===== config.mk =====
export PLATFORM = sky130hd
export DESIGN_NAME = frame_tx_top
export DESIGN_NICKNAME = d
export VERILOG_FILES = /design/src/logic/frame_tx_pkg.sv /design/src/logic/tx_ctrl_if.sv /design/src/logic/frame_sequencer.sv /design/src/logic/header_builder.sv /design/src/logic/payload_aligner.sv /design/src/logic/frame_tx_top.sv
export VERILOG_INCLUDE_DIRS = /design/src /design/src/include
export SDC_FILE = /design/constraint.sdc
export NUM_CORES = 1
export LEC_CHECK = 0
export BUFFER_PORTS_ARGS = -buffer_cell sky130_fd_sc_hd__buf_2
export CAP_MARGIN = 20
export CELL_PAD_IN_SITES_DETAIL_PLACEMENT = 1
export CELL_PAD_IN_SITES_GLOBAL_PLACEMENT = 2
export CORE_AREA = 4 4 286 288
export DETAILED_ROUTE_END_ITERATION = 8
export DIE_AREA = 0 0 290 292
export GPL_TIMING_DRIVEN = 1
export PLACE_DENSITY = 0.79
export SLEW_MARGIN = 20
export SYNTH_ARGS = -nofsm -noshare
export SYNTH_HDL_FRONTEND = slang
export SYNTH_SLANG_ARGS = --single-unit

===== constraint.sdc =====
create_clock -name clk -period 14.7 [get_ports clk]
set_clock_uncertainty 0.15 [all_clocks]
set_input_delay 2.94 -clock clk [delete_from_list [all_inputs] [get_ports clk]]
set_output_delay 2.94 -clock clk [all_outputs]
set_load 0.01 [all_outputs]

===== src/include/frame_tx_settings.svh =====
`ifndef FRAME_TX_SETTINGS_SVH
`define FRAME_TX_SETTINGS_SVH

// ----------------------------------------
// Frame layout
// ----------------------------------------

// Ethernet + IPv4 + TCP, no options
`define FTX_HDR_BYTES 54

// Whole words ahead of the boundary word
`define FTX_HDR_WORDS 13

`define FTX_IP_HDR_BYTES 20
`define FTX_TCP_HDR_BYTES 20

// ----------------------------------------
// Protocol values and limits
// ----------------------------------------

`define FTX_ETHERTYPE_IPV4 16'h0800
`define FTX_IP_PROTO_TCP 8'd6

// Largest payload that fits a standard MTU
`define FTX_MAX_PAYLOAD 1460

`endif


===== src/logic/frame_tx_pkg.sv =====
`default_nettype none

package frame_tx_pkg;

	// ----------------------------------------
	// Stream and field widths
	// ----------------------------------------

	typedef logic [31:0] word_t;
	typedef logic [15:0] half_t;
	typedef logic [47:0] mac_addr_t;
	typedef logic [31:0] ip_addr_t;
	typedef logic [31:0] seq_num_t;
	typedef logic [15:0] len_t;

	// Enough for the longest frame (379 words)
	typedef logic [9:0] word_idx_t;

	// Valid bytes in the last word, 0 means all four
	typedef logic [1:0] be_t;

	typedef logic [5:0] tcp_flags_t;

	// ----------------------------------------
	// Sequencer states
	// ----------------------------------------

	typedef enum logic [0:0] {
		SEQ_IDLE,
		SEQ_SEND
	} seq_state_t;

endpackage

`default_nettype wire


===== src/logic/tx_ctrl_if.sv =====
`timescale 1ns/1ps
`default_nettype none

interface tx_ctrl_if
	import frame_tx_pkg::*;
();

	// Pulse on an accepted idle start
	logic      load;
	logic      busy;
	word_idx_t word_idx;

	// Word on the output taken by the consumer
	logic      advance;

	// Same acceptance also consumes a payload word
	logic      pop;

	modport seq (
		output load, busy, word_idx, advance, pop
	);

	modport dst (
		input load, busy, word_idx, advance, pop
	);

endinterface

`default_nettype wire


===== src/logic/frame_sequencer.sv =====
`timescale 1ns/1ps
`default_nettype none

`include "frame_tx_settings.svh"

module frame_sequencer
	import frame_tx_pkg::*;
(
	input  logic   clk,
	input  logic   rst_n,
	input  logic   start,
	input  logic   data_out_rd,
	input  len_t   payload_len,
	tx_ctrl_if.seq ctrl,
	output logic   sop,
	output logic   eop,
	output logic   data_out_rdy,
	output be_t    be_out
);

	localparam word_idx_t BOUNDARY_IDX = word_idx_t'(`FTX_HDR_WORDS);

	seq_state_t state;
	word_idx_t  word_idx;
	word_idx_t  last_idx;
	word_idx_t  pop_total;
	word_idx_t  pop_cnt;
	be_t        be_code;
	len_t       frame_bytes;
	len_t       last_sum;
	len_t       pop_sum;
	logic       last_word;
	logic       payload_left;

	// Frame geometry from the requested length
	assign frame_bytes = payload_len + len_t'(`FTX_HDR_BYTES);
	assign last_sum    = frame_bytes + 16'd3;
	assign pop_sum     = payload_len + 16'd3;

	// ----------------------------------------
	// Handshake towards the word producers
	// ----------------------------------------

	assign ctrl.load     = (state == SEQ_IDLE) && start;
	assign ctrl.busy     = (state == SEQ_SEND);
	assign ctrl.advance  = ctrl.busy && data_out_rd;
	assign ctrl.word_idx = word_idx;

	// First pop at the boundary word, then one per word until drained
	assign payload_left = (word_idx >= BOUNDARY_IDX) && (pop_cnt != pop_total);
	assign ctrl.pop     = ctrl.advance && payload_left;

	assign last_word = (word_idx == last_idx);

	always_ff @(posedge clk or negedge rst_n) begin
		if (!rst_n) begin
			state <= SEQ_IDLE;
		end else if (ctrl.load) begin
			state <= SEQ_SEND;
		end else if (ctrl.advance && last_word) begin
			state <= SEQ_IDLE;
		end
	end

	always_ff @(posedge clk or negedge rst_n) begin
		if (!rst_n) begin
			word_idx <= '0;
			pop_cnt  <= '0;
		end else if (ctrl.load) begin
			word_idx <= '0;
			pop_cnt  <= '0;
		end else begin
			if (ctrl.advance)
				word_idx <= word_idx + 10'd1;
			if (ctrl.pop)
				pop_cnt <= pop_cnt + 10'd1;
		end
	end

	// Held for the whole frame
	always_ff @(posedge clk or negedge rst_n) begin
		if (!rst_n) begin
			last_idx  <= '0;
			pop_total <= '0;
			be_code   <= '0;
		end else if (ctrl.load) begin
			last_idx  <= last_sum[11:2] - 10'd1;
			pop_total <= pop_sum[11:2];
			be_code   <= frame_bytes[1:0];
		end
	end

	// ----------------------------------------
	// Frame marks
	// ----------------------------------------

	assign sop          = ctrl.busy && (word_idx == '0);
	assign eop          = ctrl.busy && last_word;
	assign be_out       = eop ? be_code : '0;
	assign data_out_rdy = ctrl.busy;

	// Index never runs past the last word of the frame
	a_adv_send: assert property (@(posedge clk) disable iff (!rst_n)
		ctrl.advance |-> word_idx <= last_idx);

	// Every payload word is consumed by the time the last word leaves
	a_pop_adv: assert property (@(posedge clk) disable iff (!rst_n)
		(ctrl.advance && last_word) |-> (pop_cnt + 10'(ctrl.pop)) == pop_total);

	// Each frame opens with sop and never with eop
	a_marks_busy: assert property (@(posedge clk) disable iff (!rst_n)
		ctrl.load |=> sop && !eop);

	// Source must request a length the frame can carry
	a_len_range: assert property (@(posedge clk) disable iff (!rst_n)
		ctrl.load |-> (payload_len != '0) && (payload_len <= len_t'(`FTX_MAX_PAYLOAD)));

endmodule

`default_nettype wire


===== src/logic/header_builder.sv =====
`timescale 1ns/1ps
`default_nettype none

`include "frame_tx_settings.svh"

module header_builder
	import frame_tx_pkg::*;
(
	input  logic        clk,
	input  logic        rst_n,
	tx_ctrl_if.dst      ctrl,
	input  mac_addr_t   mac_dst_addr,
	input  mac_addr_t   mac_src_addr,
	input  logic [7:0]  ip_dsf,
	input  half_t       ip_id,
	input  logic [2:0]  ip_flags,
	input  logic [12:0] ip_frag_offset,
	input  logic [7:0]  ip_ttl,
	input  ip_addr_t    ip_src_addr,
	input  ip_addr_t    ip_dst_addr,
	input  half_t       tcp_src_port,
	input  half_t       tcp_dst_port,
	input  seq_num_t    tcp_seq_num,
	input  seq_num_t    tcp_ack_num,
	input  tcp_flags_t  tcp_flags,
	input  half_t       tcp_window,
	input  half_t       tcp_urgent_ptr,
	input  len_t        payload_len,
	input  half_t       payload_sum,
	output word_t       hdr_word
);

	localparam logic [3:0] IP_VERSION = 4'd4;
	localparam logic [3:0] IP_IHL     = 4'(`FTX_IP_HDR_BYTES / 4);
	localparam logic [3:0] TCP_DOFF   = 4'(`FTX_TCP_HDR_BYTES / 4);
	localparam logic [7:0] IP_PROTO   = `FTX_IP_PROTO_TCP;
	localparam half_t      ETHERTYPE  = `FTX_ETHERTYPE_IPV4;

	mac_addr_t   mac_dst_r;
	mac_addr_t   mac_src_r;
	logic [7:0]  ip_dsf_r;
	half_t       ip_id_r;
	logic [2:0]  ip_flags_r;
	logic [12:0] ip_frag_r;
	logic [7:0]  ip_ttl_r;
	ip_addr_t    ip_src_r;
	ip_addr_t    ip_dst_r;
	len_t        ip_total_r;
	len_t        tcp_len_r;
	half_t       tcp_sport_r;
	half_t       tcp_dport_r;
	seq_num_t    tcp_seq_r;
	seq_num_t    tcp_ack_r;
	tcp_flags_t  tcp_flags_r;
	half_t       tcp_window_r;
	half_t       tcp_urg_r;
	half_t       payload_sum_r;

	logic        sum_en;
	logic        fold_en;
	word_t       ip_raw;
	word_t       tcp_raw;
	logic [16:0] ip_fold1;
	logic [16:0] tcp_fold1;
	half_t       ip_fold2;
	half_t       tcp_fold2;
	half_t       ip_chk;
	half_t       tcp_chk;

	// ----------------------------------------
	// Field capture
	// ----------------------------------------

	always_ff @(posedge clk) begin
		if (ctrl.load) begin
			mac_dst_r     <= mac_dst_addr;
			mac_src_r     <= mac_src_addr;
			ip_dsf_r      <= ip_dsf;
			ip_id_r       <= ip_id;
			ip_flags_r    <= ip_flags;
			ip_frag_r     <= ip_frag_offset;
			ip_ttl_r      <= ip_ttl;
			ip_src_r      <= ip_src_addr;
			ip_dst_r      <= ip_dst_addr;
			ip_total_r    <= payload_len + len_t'(`FTX_IP_HDR_BYTES + `FTX_TCP_HDR_BYTES);
			tcp_len_r     <= payload_len + len_t'(`FTX_TCP_HDR_BYTES);
			tcp_sport_r   <= tcp_src_port;
			tcp_dport_r   <= tcp_dst_port;
			tcp_seq_r     <= tcp_seq_num;
			tcp_ack_r     <= tcp_ack_num;
			tcp_flags_r   <= tcp_flags;
			tcp_window_r  <= tcp_window;
			tcp_urg_r     <= tcp_urgent_ptr;
			payload_sum_r <= payload_sum;
		end
	end

	// ----------------------------------------
	// Checksums
	// ----------------------------------------

	// Sums on 32 bits, carries folded back below
	assign ip_raw = {IP_VERSION, IP_IHL, ip_dsf_r} + ip_total_r + ip_id_r
		+ {ip_flags_r, ip_frag_r} + {ip_ttl_r, IP_PROTO}
		+ ip_src_r[31:16] + ip_src_r[15:0] + ip_dst_r[31:16] + ip_dst_r[15:0];

	// Pseudo header, TCP header, then the payload sum from the source
	assign tcp_raw = ip_src_r[31:16] + ip_src_r[15:0] + ip_dst_r[31:16] + ip_dst_r[15:0]
		+ {8'd0, IP_PROTO} + tcp_len_r
		+ tcp_sport_r + tcp_dport_r
		+ tcp_seq_r[31:16] + tcp_seq_r[15:0] + tcp_ack_r[31:16] + tcp_ack_r[15:0]
		+ {TCP_DOFF, 6'd0, tcp_flags_r} + tcp_window_r + tcp_urg_r
		+ payload_sum_r;

	assign ip_fold2  = ip_fold1[15:0] + 16'(ip_fold1[16]);
	assign tcp_fold2 = tcp_fold1[15:0] + 16'(tcp_fold1[16]);

	always_ff @(posedge clk or negedge rst_n) begin
		if (!rst_n) begin
			sum_en  <= 1'b0;
			fold_en <= 1'b0;
		end else begin
			sum_en  <= ctrl.load;
			fold_en <= sum_en;
		end
	end

	always_ff @(posedge clk) begin
		if (sum_en) begin
			ip_fold1  <= {1'b0, ip_raw[31:16]} + {1'b0, ip_raw[15:0]};
			tcp_fold1 <= {1'b0, tcp_raw[31:16]} + {1'b0, tcp_raw[15:0]};
		end
		if (fold_en) begin
			ip_chk  <= ~ip_fold2;
			tcp_chk <= ~tcp_fold2;
		end
	end

	// ----------------------------------------
	// Header word select
	// ----------------------------------------

	always_comb begin
		case (ctrl.word_idx)
			10'd0:   hdr_word = mac_dst_r[47:16];
			10'd1:   hdr_word = {mac_dst_r[15:0], mac_src_r[47:32]};
			10'd2:   hdr_word = mac_src_r[31:0];
			10'd3:   hdr_word = {ETHERTYPE, IP_VERSION, IP_IHL, ip_dsf_r};
			10'd4:   hdr_word = {ip_total_r, ip_id_r};
			10'd5:   hdr_word = {ip_flags_r, ip_frag_r, ip_ttl_r, IP_PROTO};
			10'd6:   hdr_word = {ip_chk, ip_src_r[31:16]};
			10'd7:   hdr_word = {ip_src_r[15:0], ip_dst_r[31:16]};
			10'd8:   hdr_word = {ip_dst_r[15:0], tcp_sport_r};
			10'd9:   hdr_word = {tcp_dport_r, tcp_seq_r[31:16]};
			10'd10:  hdr_word = {tcp_seq_r[15:0], tcp_ack_r[31:16]};
			10'd11:  hdr_word = {tcp_ack_r[15:0], TCP_DOFF, 6'd0, tcp_flags_r};
			10'd12:  hdr_word = {tcp_window_r, tcp_chk};
			10'd13:  hdr_word = {tcp_urg_r, 16'h0000};
			default: hdr_word = '0;
		endcase
	end

	a_load_idle: assert property (@(posedge clk) disable iff (!rst_n)
		ctrl.load |-> !ctrl.busy);

	// Both checksums settled before the IP checksum word goes out
	a_chk_ready: assert property (@(posedge clk) disable iff (!rst_n)
		(ctrl.busy && ctrl.word_idx >= 10'd6) |-> !sum_en && !fold_en);

endmodule

`default_nettype wire


===== src/logic/payload_aligner.sv =====
`timescale 1ns/1ps
`default_nettype none

`include "frame_tx_settings.svh"

module payload_aligner
	import frame_tx_pkg::*;
(
	input  logic   clk,
	input  logic   rst_n,
	tx_ctrl_if.dst ctrl,
	input  word_t  hdr_word,
	input  word_t  data_in,
	output word_t  data_out
);

	localparam word_idx_t BOUNDARY_IDX = word_idx_t'(`FTX_HDR_WORDS);

	// Low half of the last popped word, sent ahead of the next one
	half_t carry;

	always_ff @(posedge clk) begin
		if (ctrl.load) begin
			carry <= '0;
		end else if (ctrl.pop) begin
			carry <= data_in[15:0];
		end
	end

	// ----------------------------------------
	// Output word
	// ----------------------------------------

	// Ethernet header leaves payload two bytes off word alignment
	always_comb begin
		if (ctrl.word_idx < BOUNDARY_IDX) begin
			data_out = hdr_word;
		end else if (ctrl.word_idx == BOUNDARY_IDX) begin
			// Urgent pointer, then first two payload bytes
			data_out = {hdr_word[31:16], data_in[31:16]};
		end else begin
			data_out = {carry, data_in[31:16]};
		end
	end

	a_pop_payload: assert property (@(posedge clk) disable iff (!rst_n)
		ctrl.pop |-> ctrl.word_idx >= BOUNDARY_IDX);

endmodule

`default_nettype wire


===== src/logic/frame_tx_top.sv =====
`timescale 1ns/1ps
`default_nettype none

module frame_tx_top
	import frame_tx_pkg::*;
(
	input  logic        clk,
	input  logic        rst_n,

	input  logic        start,

	// Header fields, sampled on an idle start
	input  mac_addr_t   mac_dst_addr,
	input  mac_addr_t   mac_src_addr,
	input  logic [7:0]  ip_dsf,
	input  half_t       ip_id,
	input  logic [2:0]  ip_flags,
	input  logic [12:0] ip_frag_offset,
	input  logic [7:0]  ip_ttl,
	input  ip_addr_t    ip_src_addr,
	input  ip_addr_t    ip_dst_addr,
	input  half_t       tcp_src_port,
	input  half_t       tcp_dst_port,
	input  seq_num_t    tcp_seq_num,
	input  seq_num_t    tcp_ack_num,
	input  tcp_flags_t  tcp_flags,
	input  half_t       tcp_window,
	input  half_t       tcp_urgent_ptr,
	input  len_t        payload_len,
	input  half_t       payload_sum,

	// Frame stream out
	output word_t       data_out,
	output be_t         be_out,
	output logic        data_out_rdy,
	input  logic        data_out_rd,
	output logic        sop,
	output logic        eop,

	// Payload source, first word falls through
	input  word_t       data_in,
	output logic        data_in_rd,

	output logic        busy
);

	word_t hdr_word;

	tx_ctrl_if ctrl ();

	assign data_in_rd = ctrl.pop;
	assign busy       = ctrl.busy;

	frame_sequencer u_seq (
		.clk          (clk),
		.rst_n        (rst_n),
		.start        (start),
		.data_out_rd  (data_out_rd),
		.payload_len  (payload_len),
		.ctrl         (ctrl.seq),
		.sop          (sop),
		.eop          (eop),
		.data_out_rdy (data_out_rdy),
		.be_out       (be_out)
	);

	header_builder u_hdr (
		.clk            (clk),
		.rst_n          (rst_n),
		.ctrl           (ctrl.dst),
		.mac_dst_addr   (mac_dst_addr),
		.mac_src_addr   (mac_src_addr),
		.ip_dsf         (ip_dsf),
		.ip_id          (ip_id),
		.ip_flags       (ip_flags),
		.ip_frag_offset (ip_frag_offset),
		.ip_ttl         (ip_ttl),
		.ip_src_addr    (ip_src_addr),
		.ip_dst_addr    (ip_dst_addr),
		.tcp_src_port   (tcp_src_port),
		.tcp_dst_port   (tcp_dst_port),
		.tcp_seq_num    (tcp_seq_num),
		.tcp_ack_num    (tcp_ack_num),
		.tcp_flags      (tcp_flags),
		.tcp_window     (tcp_window),
		.tcp_urgent_ptr (tcp_urgent_ptr),
		.payload_len    (payload_len),
		.payload_sum    (payload_sum),
		.hdr_word       (hdr_word)
	);

	payload_aligner u_align (
		.clk      (clk),
		.rst_n    (rst_n),
		.ctrl     (ctrl.dst),
		.hdr_word (hdr_word),
		.data_in  (data_in),
		.data_out (data_out)
	);

endmodule

`default_nettype wire


# Word-level counts from Yosys, hierarchy flattened
# Cells that the tools add are included.
# totals
ff_bits	517
latch_bits	0
ram_bits	0
rom_bits	0
input_bits	410
out_inout_bits	39
word_cells	108
mem_count	0
# op_classes
n_addsub	35
mul	0
div_mod_pow	0
order_cmp	2
eq_ne	15
shift	0
n_mux	10
bitwise	3
reduce_logical	11
# op_table
operator	count
adder 32 x 16 -> 32 bit	19
case mux 32 bit (14 select lines)	1
2-to-1 mux 32 bit	2
== test 10 x 4 -> 1 bit, second input constant	6
adder 16 x 16 -> 17 bit	3
== test 10 x 3 -> 1 bit, second input constant	4
2-to-1 mux 10 bit	4
adder 16 x 1 -> 16 bit	2
adder 32 x 15 -> 32 bit	1
adder 32 x 3 -> 32 bit, second input constant	1
NOT 16 bit	2
adder 12 x 2 -> 12 bit, second input constant	2
adder 10 x 1 -> 10 bit, second input constant	2
== test 10 x 2 -> 1 bit, second input constant	2
adder 15 x 16 -> 17 bit	1
adder 16 x 5 -> 16 bit, second input constant	1
adder 16 x 6 -> 16 bit, second input constant	1
adder 12 x 6 -> 12 bit, second input constant	1
== test 10 x 1 -> 1 bit, second input constant	1
== test 10 bit	1
>= comparator 10 x 4 -> 1 bit, second input constant	1
zero test 10 bit	1
< comparator 10 x 4 -> 1 bit, second input constant	1
inequality test 10 bit	1
other kinds (6)	15

# Longest topological paths before layout
# logic_depth
ltp_word	16
mapped_depth	36
ltp_nobuf	36

# Hierarchy
# From an unflattened synthesis, not the netlist that was laid out.
# hier_totals
hier_cells	2561
hier_area_um2	31926.9
# by_module_without_submodules
module	instances	cells_per_inst	area_each_um2	seq_area_each_um2
header_builder	1	2104	27711.6	13683.1
frame_sequencer	1	365	3141.8	1076.0
payload_aligner	1	92	1073.5	320.3

# Worst setup path before layout
# No wires, ideal clock.
# synth_timing
kind	input to register
from	in start
to	reg u_hdr.sum_en
setup_ns	1.290
t_arrival_ns	13.792
required_time_ns	13.260
slack_ns	-0.531
path_stages	3
path_buffers	1
path_cell_list	nand2b_1 clkinv_1 clkbuf_1
# synth_between
elab_chain_len	1
# synth_lines
item	line_no	text
from (decl)	frame_tx_top.sv:10	input logic start,
logical AND 1 bit	frame_sequencer.sv:44	assign ctrl.load = (state == SEQ_IDLE) && start;
named net ctrl.load	tx_ctrl_if.sv:9	logic load;
to (signal assigned)	header_builder.sv:123	sum_en <= ctrl.load;
to (decl)	header_builder.sv:59	logic sum_en;
# The timed path passes the listed nets, and every way through them passes these cells.
# A chain may end at the register's enable or synchronous reset.

# Worst setup path after layout
# layout_timing
from	reg u_hdr.ip_src_r[0]
to	reg u_hdr.tcp_fold1[15], data pin
# layout_between
elab_chain_len	16
# layout_lines
item	line_no	text
from (decl)	header_builder.sv:46	ip_addr_t ip_src_r;
from (signal assigned)	header_builder.sv:83	ip_src_r <= ip_src_addr;
adder 16 x 16 -> 17 bit	header_builder.sv:108	assign tcp_raw = ip_src_r[31:16] + ip_src_r[15:0] + ip_dst_r[31:16] + ip_dst_r[15:0]
adder 32 x 16 -> 32 bit (2 in a row)	header_builder.sv:108	
adder 32 x 3 -> 32 bit	header_builder.sv:109	+ {8'd0, IP_PROTO} + tcp_len_r
adder 32 x 16 -> 32 bit	header_builder.sv:109	
adder 32 x 16 -> 32 bit (2 in a row)	header_builder.sv:110	+ tcp_sport_r + tcp_dport_r
adder 32 x 16 -> 32 bit (4 in a row)	header_builder.sv:111	+ tcp_seq_r[31:16] + tcp_seq_r[15:0] + tcp_ack_r[31:16] + tcp_ack_r[15:0]
adder 32 x 15 -> 32 bit	header_builder.sv:112	+ {TCP_DOFF, 6'd0, tcp_flags_r} + tcp_window_r + tcp_urg_r
adder 32 x 16 -> 32 bit (2 in a row)	header_builder.sv:112	
adder 32 x 16 -> 32 bit	header_builder.sv:113	+ payload_sum_r;
adder 16 x 16 -> 17 bit	header_builder.sv:131	tcp_fold1 <= {1'b0, tcp_raw[31:16]} + {1'b0, tcp_raw[15:0]};
to (signal assigned)	header_builder.sv:131	
to (decl)	header_builder.sv:64	logic [16:0] tcp_fold1;
# No other way between the ends.

==> results.sh <==
export IMPL_outcome="completed"
export IMPL_die_area_sq_um=84680
export IMPL_cts_hold_buffers=0
export IMPL_min_period_ns=10.72
export IMPL_cts_root_buf="sky130_fd_sc_hd__clkbuf_16"
export IMPL_synthDistinctLibCells=83
export IMPL_cts_max_path_buffers=3
export IMPL_maxClockFrequency_mhz=93.28
export IMPL_synth_yosys_seq_area_share_pct=47.93
export IMPL_cts_repair_resized=0
export IMPL_critical_path_top_cell_by_count="sky130_fd_sc_hd__fa_1"
export IMPL_worstPathArrival_ns=10.94
export IMPL_pin_count=449
export IMPL_synthTopCellsByArea="sky130_fd_sc_hd__edfxtp_1, sky130_fd_sc_hd__fa_1, sky130_fd_sc_hd__ha_1, sky130_fd_sc_hd__inv_1, sky130_fd_sc_hd__dfrtp_1"
export IMPL_async_flop_share_pct=8.738
export IMPL_wl_per_cell_um=31.59
export IMPL_grt_pass1_wl_um=183300
export IMPL_post_route_cell_area_sq_um=37010
export IMPL_critPathBufInv=5
export IMPL_rows=103
export IMPL_antenna_found_initial=3
export IMPL_place_congestion=0.9292
export IMPL_multi_input_area_sq_um=14840
export IMPL_coreArea_sq_um=78870
export IMPL_unrepaired_setup_endpoints_after_global_routing="no"
export IMPL_yosys_cell_count_top_type="sky130_fd_sc_hd__edfxtp_1"
export IMPL_layout_nets=3802
export IMPL_yosys_most_used_dff="sky130_fd_sc_hd__edfxtp_1"
export IMPL_worstSetupStartpointType="flip-flop"
export IMPL_hold_crit_class="flip-flop to flip-flop"
export IMPL_setup_viol=0
export IMPL_ant_nets=0
export IMPL_crit_slowest_cell="sky130_fd_sc_hd__nor4_1"
export IMPL_port_buffers=448
export IMPL_fp_dieH_um=292
export IMPL_setup_slack_ns=3.979
export IMPL_tritoncts="built"
export IMPL_grt_total_usage_pct=30.05
export IMPL_total_of_fill_cells_in_the_finished_design=8405
export IMPL_crit_required_ns=14.92
export IMPL_fin_setup_tns_ns=0
export IMPL_r2r_slack_ns=3.98
export IMPL_slew_headroom_pct=30.21
export IMPL_die_extent_in_x_um=290
export IMPL_cts_buffers=58
export IMPL_cap_violations=0
export IMPL_clock_sink_count=515
export IMPL_synth_top_cell_by_area="sky130_fd_sc_hd__edfxtp_1"
export IMPL_timing_final_max_slew_violations=0
export IMPL_grt_start_max_net_pins=85
export IMPL_timing_final_crit_share_pct=72.93
export IMPL_place_worst_setup_slack_ns=4.020
export IMPL_initial_core_util_pct=39.89
export IMPL_routed_wl_um=129500
export IMPL_clock_latency_ns=0.64
export IMPL_mappedNetlistArea_sq_um=31460
export IMPL_postSynthRegisterBits=515
export IMPL_via_per_inst=5.658
export IMPL_grt_pass1_vias=25261
export IMPL_post_cts_setup_buffers=0
export IMPL_dr_pass1_iters=6
export IMPL_register_area_sq_um=15090
export IMPL_htree_num_levels=2
export IMPL_clkTransAtPathRegs_ns=0.07
export IMPL_instance_area_at_placement_sq_um=35140
export IMPL_route_vias_total=23197
export IMPL_synthesis_instances=2524
export IMPL_synth_avg_cell_area_sq_um=12.46
export IMPL_areaGrowthSynthToFinish_pct=17.65
export IMPL_area_fraction_of_the_dominant_cell_type_after_synthesis_pct=43.33
export IMPL_critical_path_class="flip-flop to flip-flop"
export IMPL_syn_nets=3327
export IMPL_dpl_hpwl_um=102300
export IMPL_fraction_of_layout_instances_using_a_drive_strength_above_1_pct=20.71
export IMPL_synth_cell_count_leaders="sky130_fd_sc_hd__edfxtp_1, sky130_fd_sc_hd__inv_1, sky130_fd_sc_hd__fa_1"
export IMPL_timing_critical_path_slowest_cell_delay_ns=0.80
export IMPL_critical_path_peak_fanout=7
export IMPL_drc_errors=0
export IMPL_worst_slew_pin_tran_ns=1.036
export IMPL_hold_violations=0
export IMPL_synth_yosys_warnings=0
export IMPL_drt_initial_drc_count=2313
export IMPL_grt_overflow=0
export IMPL_post_route_util_pct=46.93
export IMPL_worst_path_dominant_cell_family="adder cells"
export IMPL_synth_edff_count=454
export IMPL_timing_critical_path_to_type="flip-flop"
## layer usage
metal / GRT usage (%) / share of wire, % / up-vias
met5: 0 / 0 / -
met4: 13.17 / 5.1 / 0
met3: 6.472 / 8.5 / 255
met2: 48.37 / 46 / 1222
met1: 39.45 / 40 / 11868
li1: - / - / 9852
## cells by family (layout without fill, tap and decap cells)
family | after synthesis | count (layout) | synth area share (%)
DFF | 515 | 515 | 47.93
and+or+nand+nor | 484 | 484 | 7.147
AOI/OAI and AO/OA | 451 | 451 | 10.08
buffers and inverters | 427 | 950 | 5.130
adders and majority gates | 393 | 393 | 22.12
xor gates and xnor gates | 192 | 192 | 5.369
muxes | 62 | 62 | 2.219
other | 0 | 3 | 0
## tightest hold or removal path: stages (launching register included)
cell                      delay, ns
sky130_fd_sc_hd__dfrtp_1       0.34
sky130_fd_sc_hd__nand2_1       0.05
sky130_fd_sc_hd__nand2_1       0.06
## path summary, 6_finish.rpt
check / startpoint / to / cells after the start
min reg2reg: u_seq.be_code[0]$_DFFE_PN0P_ / u_seq.be_code[0]$_DFFE_PN0P_ / 2
min: u_seq.be_code[0]$_DFFE_PN0P_ / u_seq.be_code[0]$_DFFE_PN0P_ / 2
max in group asynchronous: rst_n / u_seq.ctrl.word_idx[2]$_DFFE_PN0P_ / 1
min in group asynchronous: rst_n / u_seq.be_code[0]$_DFFE_PN0P_ / 1
max reg2reg: u_hdr.ip_src_r[0]$_DFFE_PP_ / u_hdr.tcp_fold1[15]$_DFFE_PP_ / 34
max: u_hdr.ip_src_r[0]$_DFFE_PP_ / u_hdr.tcp_fold1[15]$_DFFE_PP_ / 34
## flip-flops by register name, summed over array words and instances, names as in the netlist, 13 cells and up
signal / cells
u_hdr.ip_fold1: 17
u_hdr.tcp_urg_r: 16
u_align.carry: 16
u_hdr.tcp_window_r: 16
u_hdr.ip_dst_r: 32
u_hdr.ip_src_r: 32
u_hdr.tcp_sport_r: 16
u_hdr.tcp_dport_r: 16
u_hdr.payload_sum_r: 16
u_hdr.tcp_fold1: 17
u_hdr.ip_id_r: 16
u_hdr.mac_src_r: 48
u_hdr.tcp_chk: 16
u_hdr.mac_dst_r: 48
u_hdr.ip_frag_r: 13
u_hdr.tcp_ack_r: 32
u_hdr.ip_chk: 16
u_hdr.ip_total_r: 14
u_hdr.tcp_seq_r: 32
u_hdr.tcp_len_r: 16
## cell usage in the layout (no fill, tap or decap), types with 12 or more instances in the layout
cell,n
sky130_fd_sc_hd__edfxtp_1,454
sky130_fd_sc_hd__buf_2,447
sky130_fd_sc_hd__inv_1,349
sky130_fd_sc_hd__fa_1,272
sky130_fd_sc_hd__nand2_1,146
sky130_fd_sc_hd__nor2_1,134
sky130_fd_sc_hd__ha_1,120
sky130_fd_sc_hd__xnor2_1,117
sky130_fd_sc_hd__o21ai_0,79
sky130_fd_sc_hd__a21oi_1,78
sky130_fd_sc_hd__xor2_1,74
sky130_fd_sc_hd__clkbuf_16,59
sky130_fd_sc_hd__nand3_1,51
sky130_fd_sc_hd__a22oi_1,45
sky130_fd_sc_hd__mux2i_1,45
sky130_fd_sc_hd__buf_4,44
sky130_fd_sc_hd__dfrtp_1,42
sky130_fd_sc_hd__a221oi_1,39
sky130_fd_sc_hd__nor3_1,30
sky130_fd_sc_hd__a31oi_1,27
sky130_fd_sc_hd__and3_1,21
sky130_fd_sc_hd__a222oi_1,20
sky130_fd_sc_hd__a21o_1,18
sky130_fd_sc_hd__dfxtp_1,16
sky130_fd_sc_hd__a22o_1,15
sky130_fd_sc_hd__nor2b_1,14
sky130_fd_sc_hd__nand4_1,13
sky130_fd_sc_hd__nor4_1,13
sky130_fd_sc_hd__o21a_1,13
sky130_fd_sc_hd__clkbuf_1,13
sky130_fd_sc_hd__mux2_2,12
## stage by stage
step | instances | hold WS [ns]
final | 4100 | 0.3381
after global routing | 4097 | 0.3814
after CTS | 4097 | 0.3459
after detailed placement | 3989 | 0.3306
after global placement | 3989 | 0.3062
after floorplan | 2524 | 0.2879
## cell type report
cell class	instances	area share, %
inverter	351	3.580
sequential	515	40.76
timing repair buffer	491	6.937
clock buffer	74	4.195
tap	1050	3.549
clock inverter	34	0.8485
multi-input combinational	1582	40.11
antenna	3	0.02028
Power is left out: the tool's default activity adds up to more than one toggle a clock period on the data nets, which glitch-free logic cannot reach.
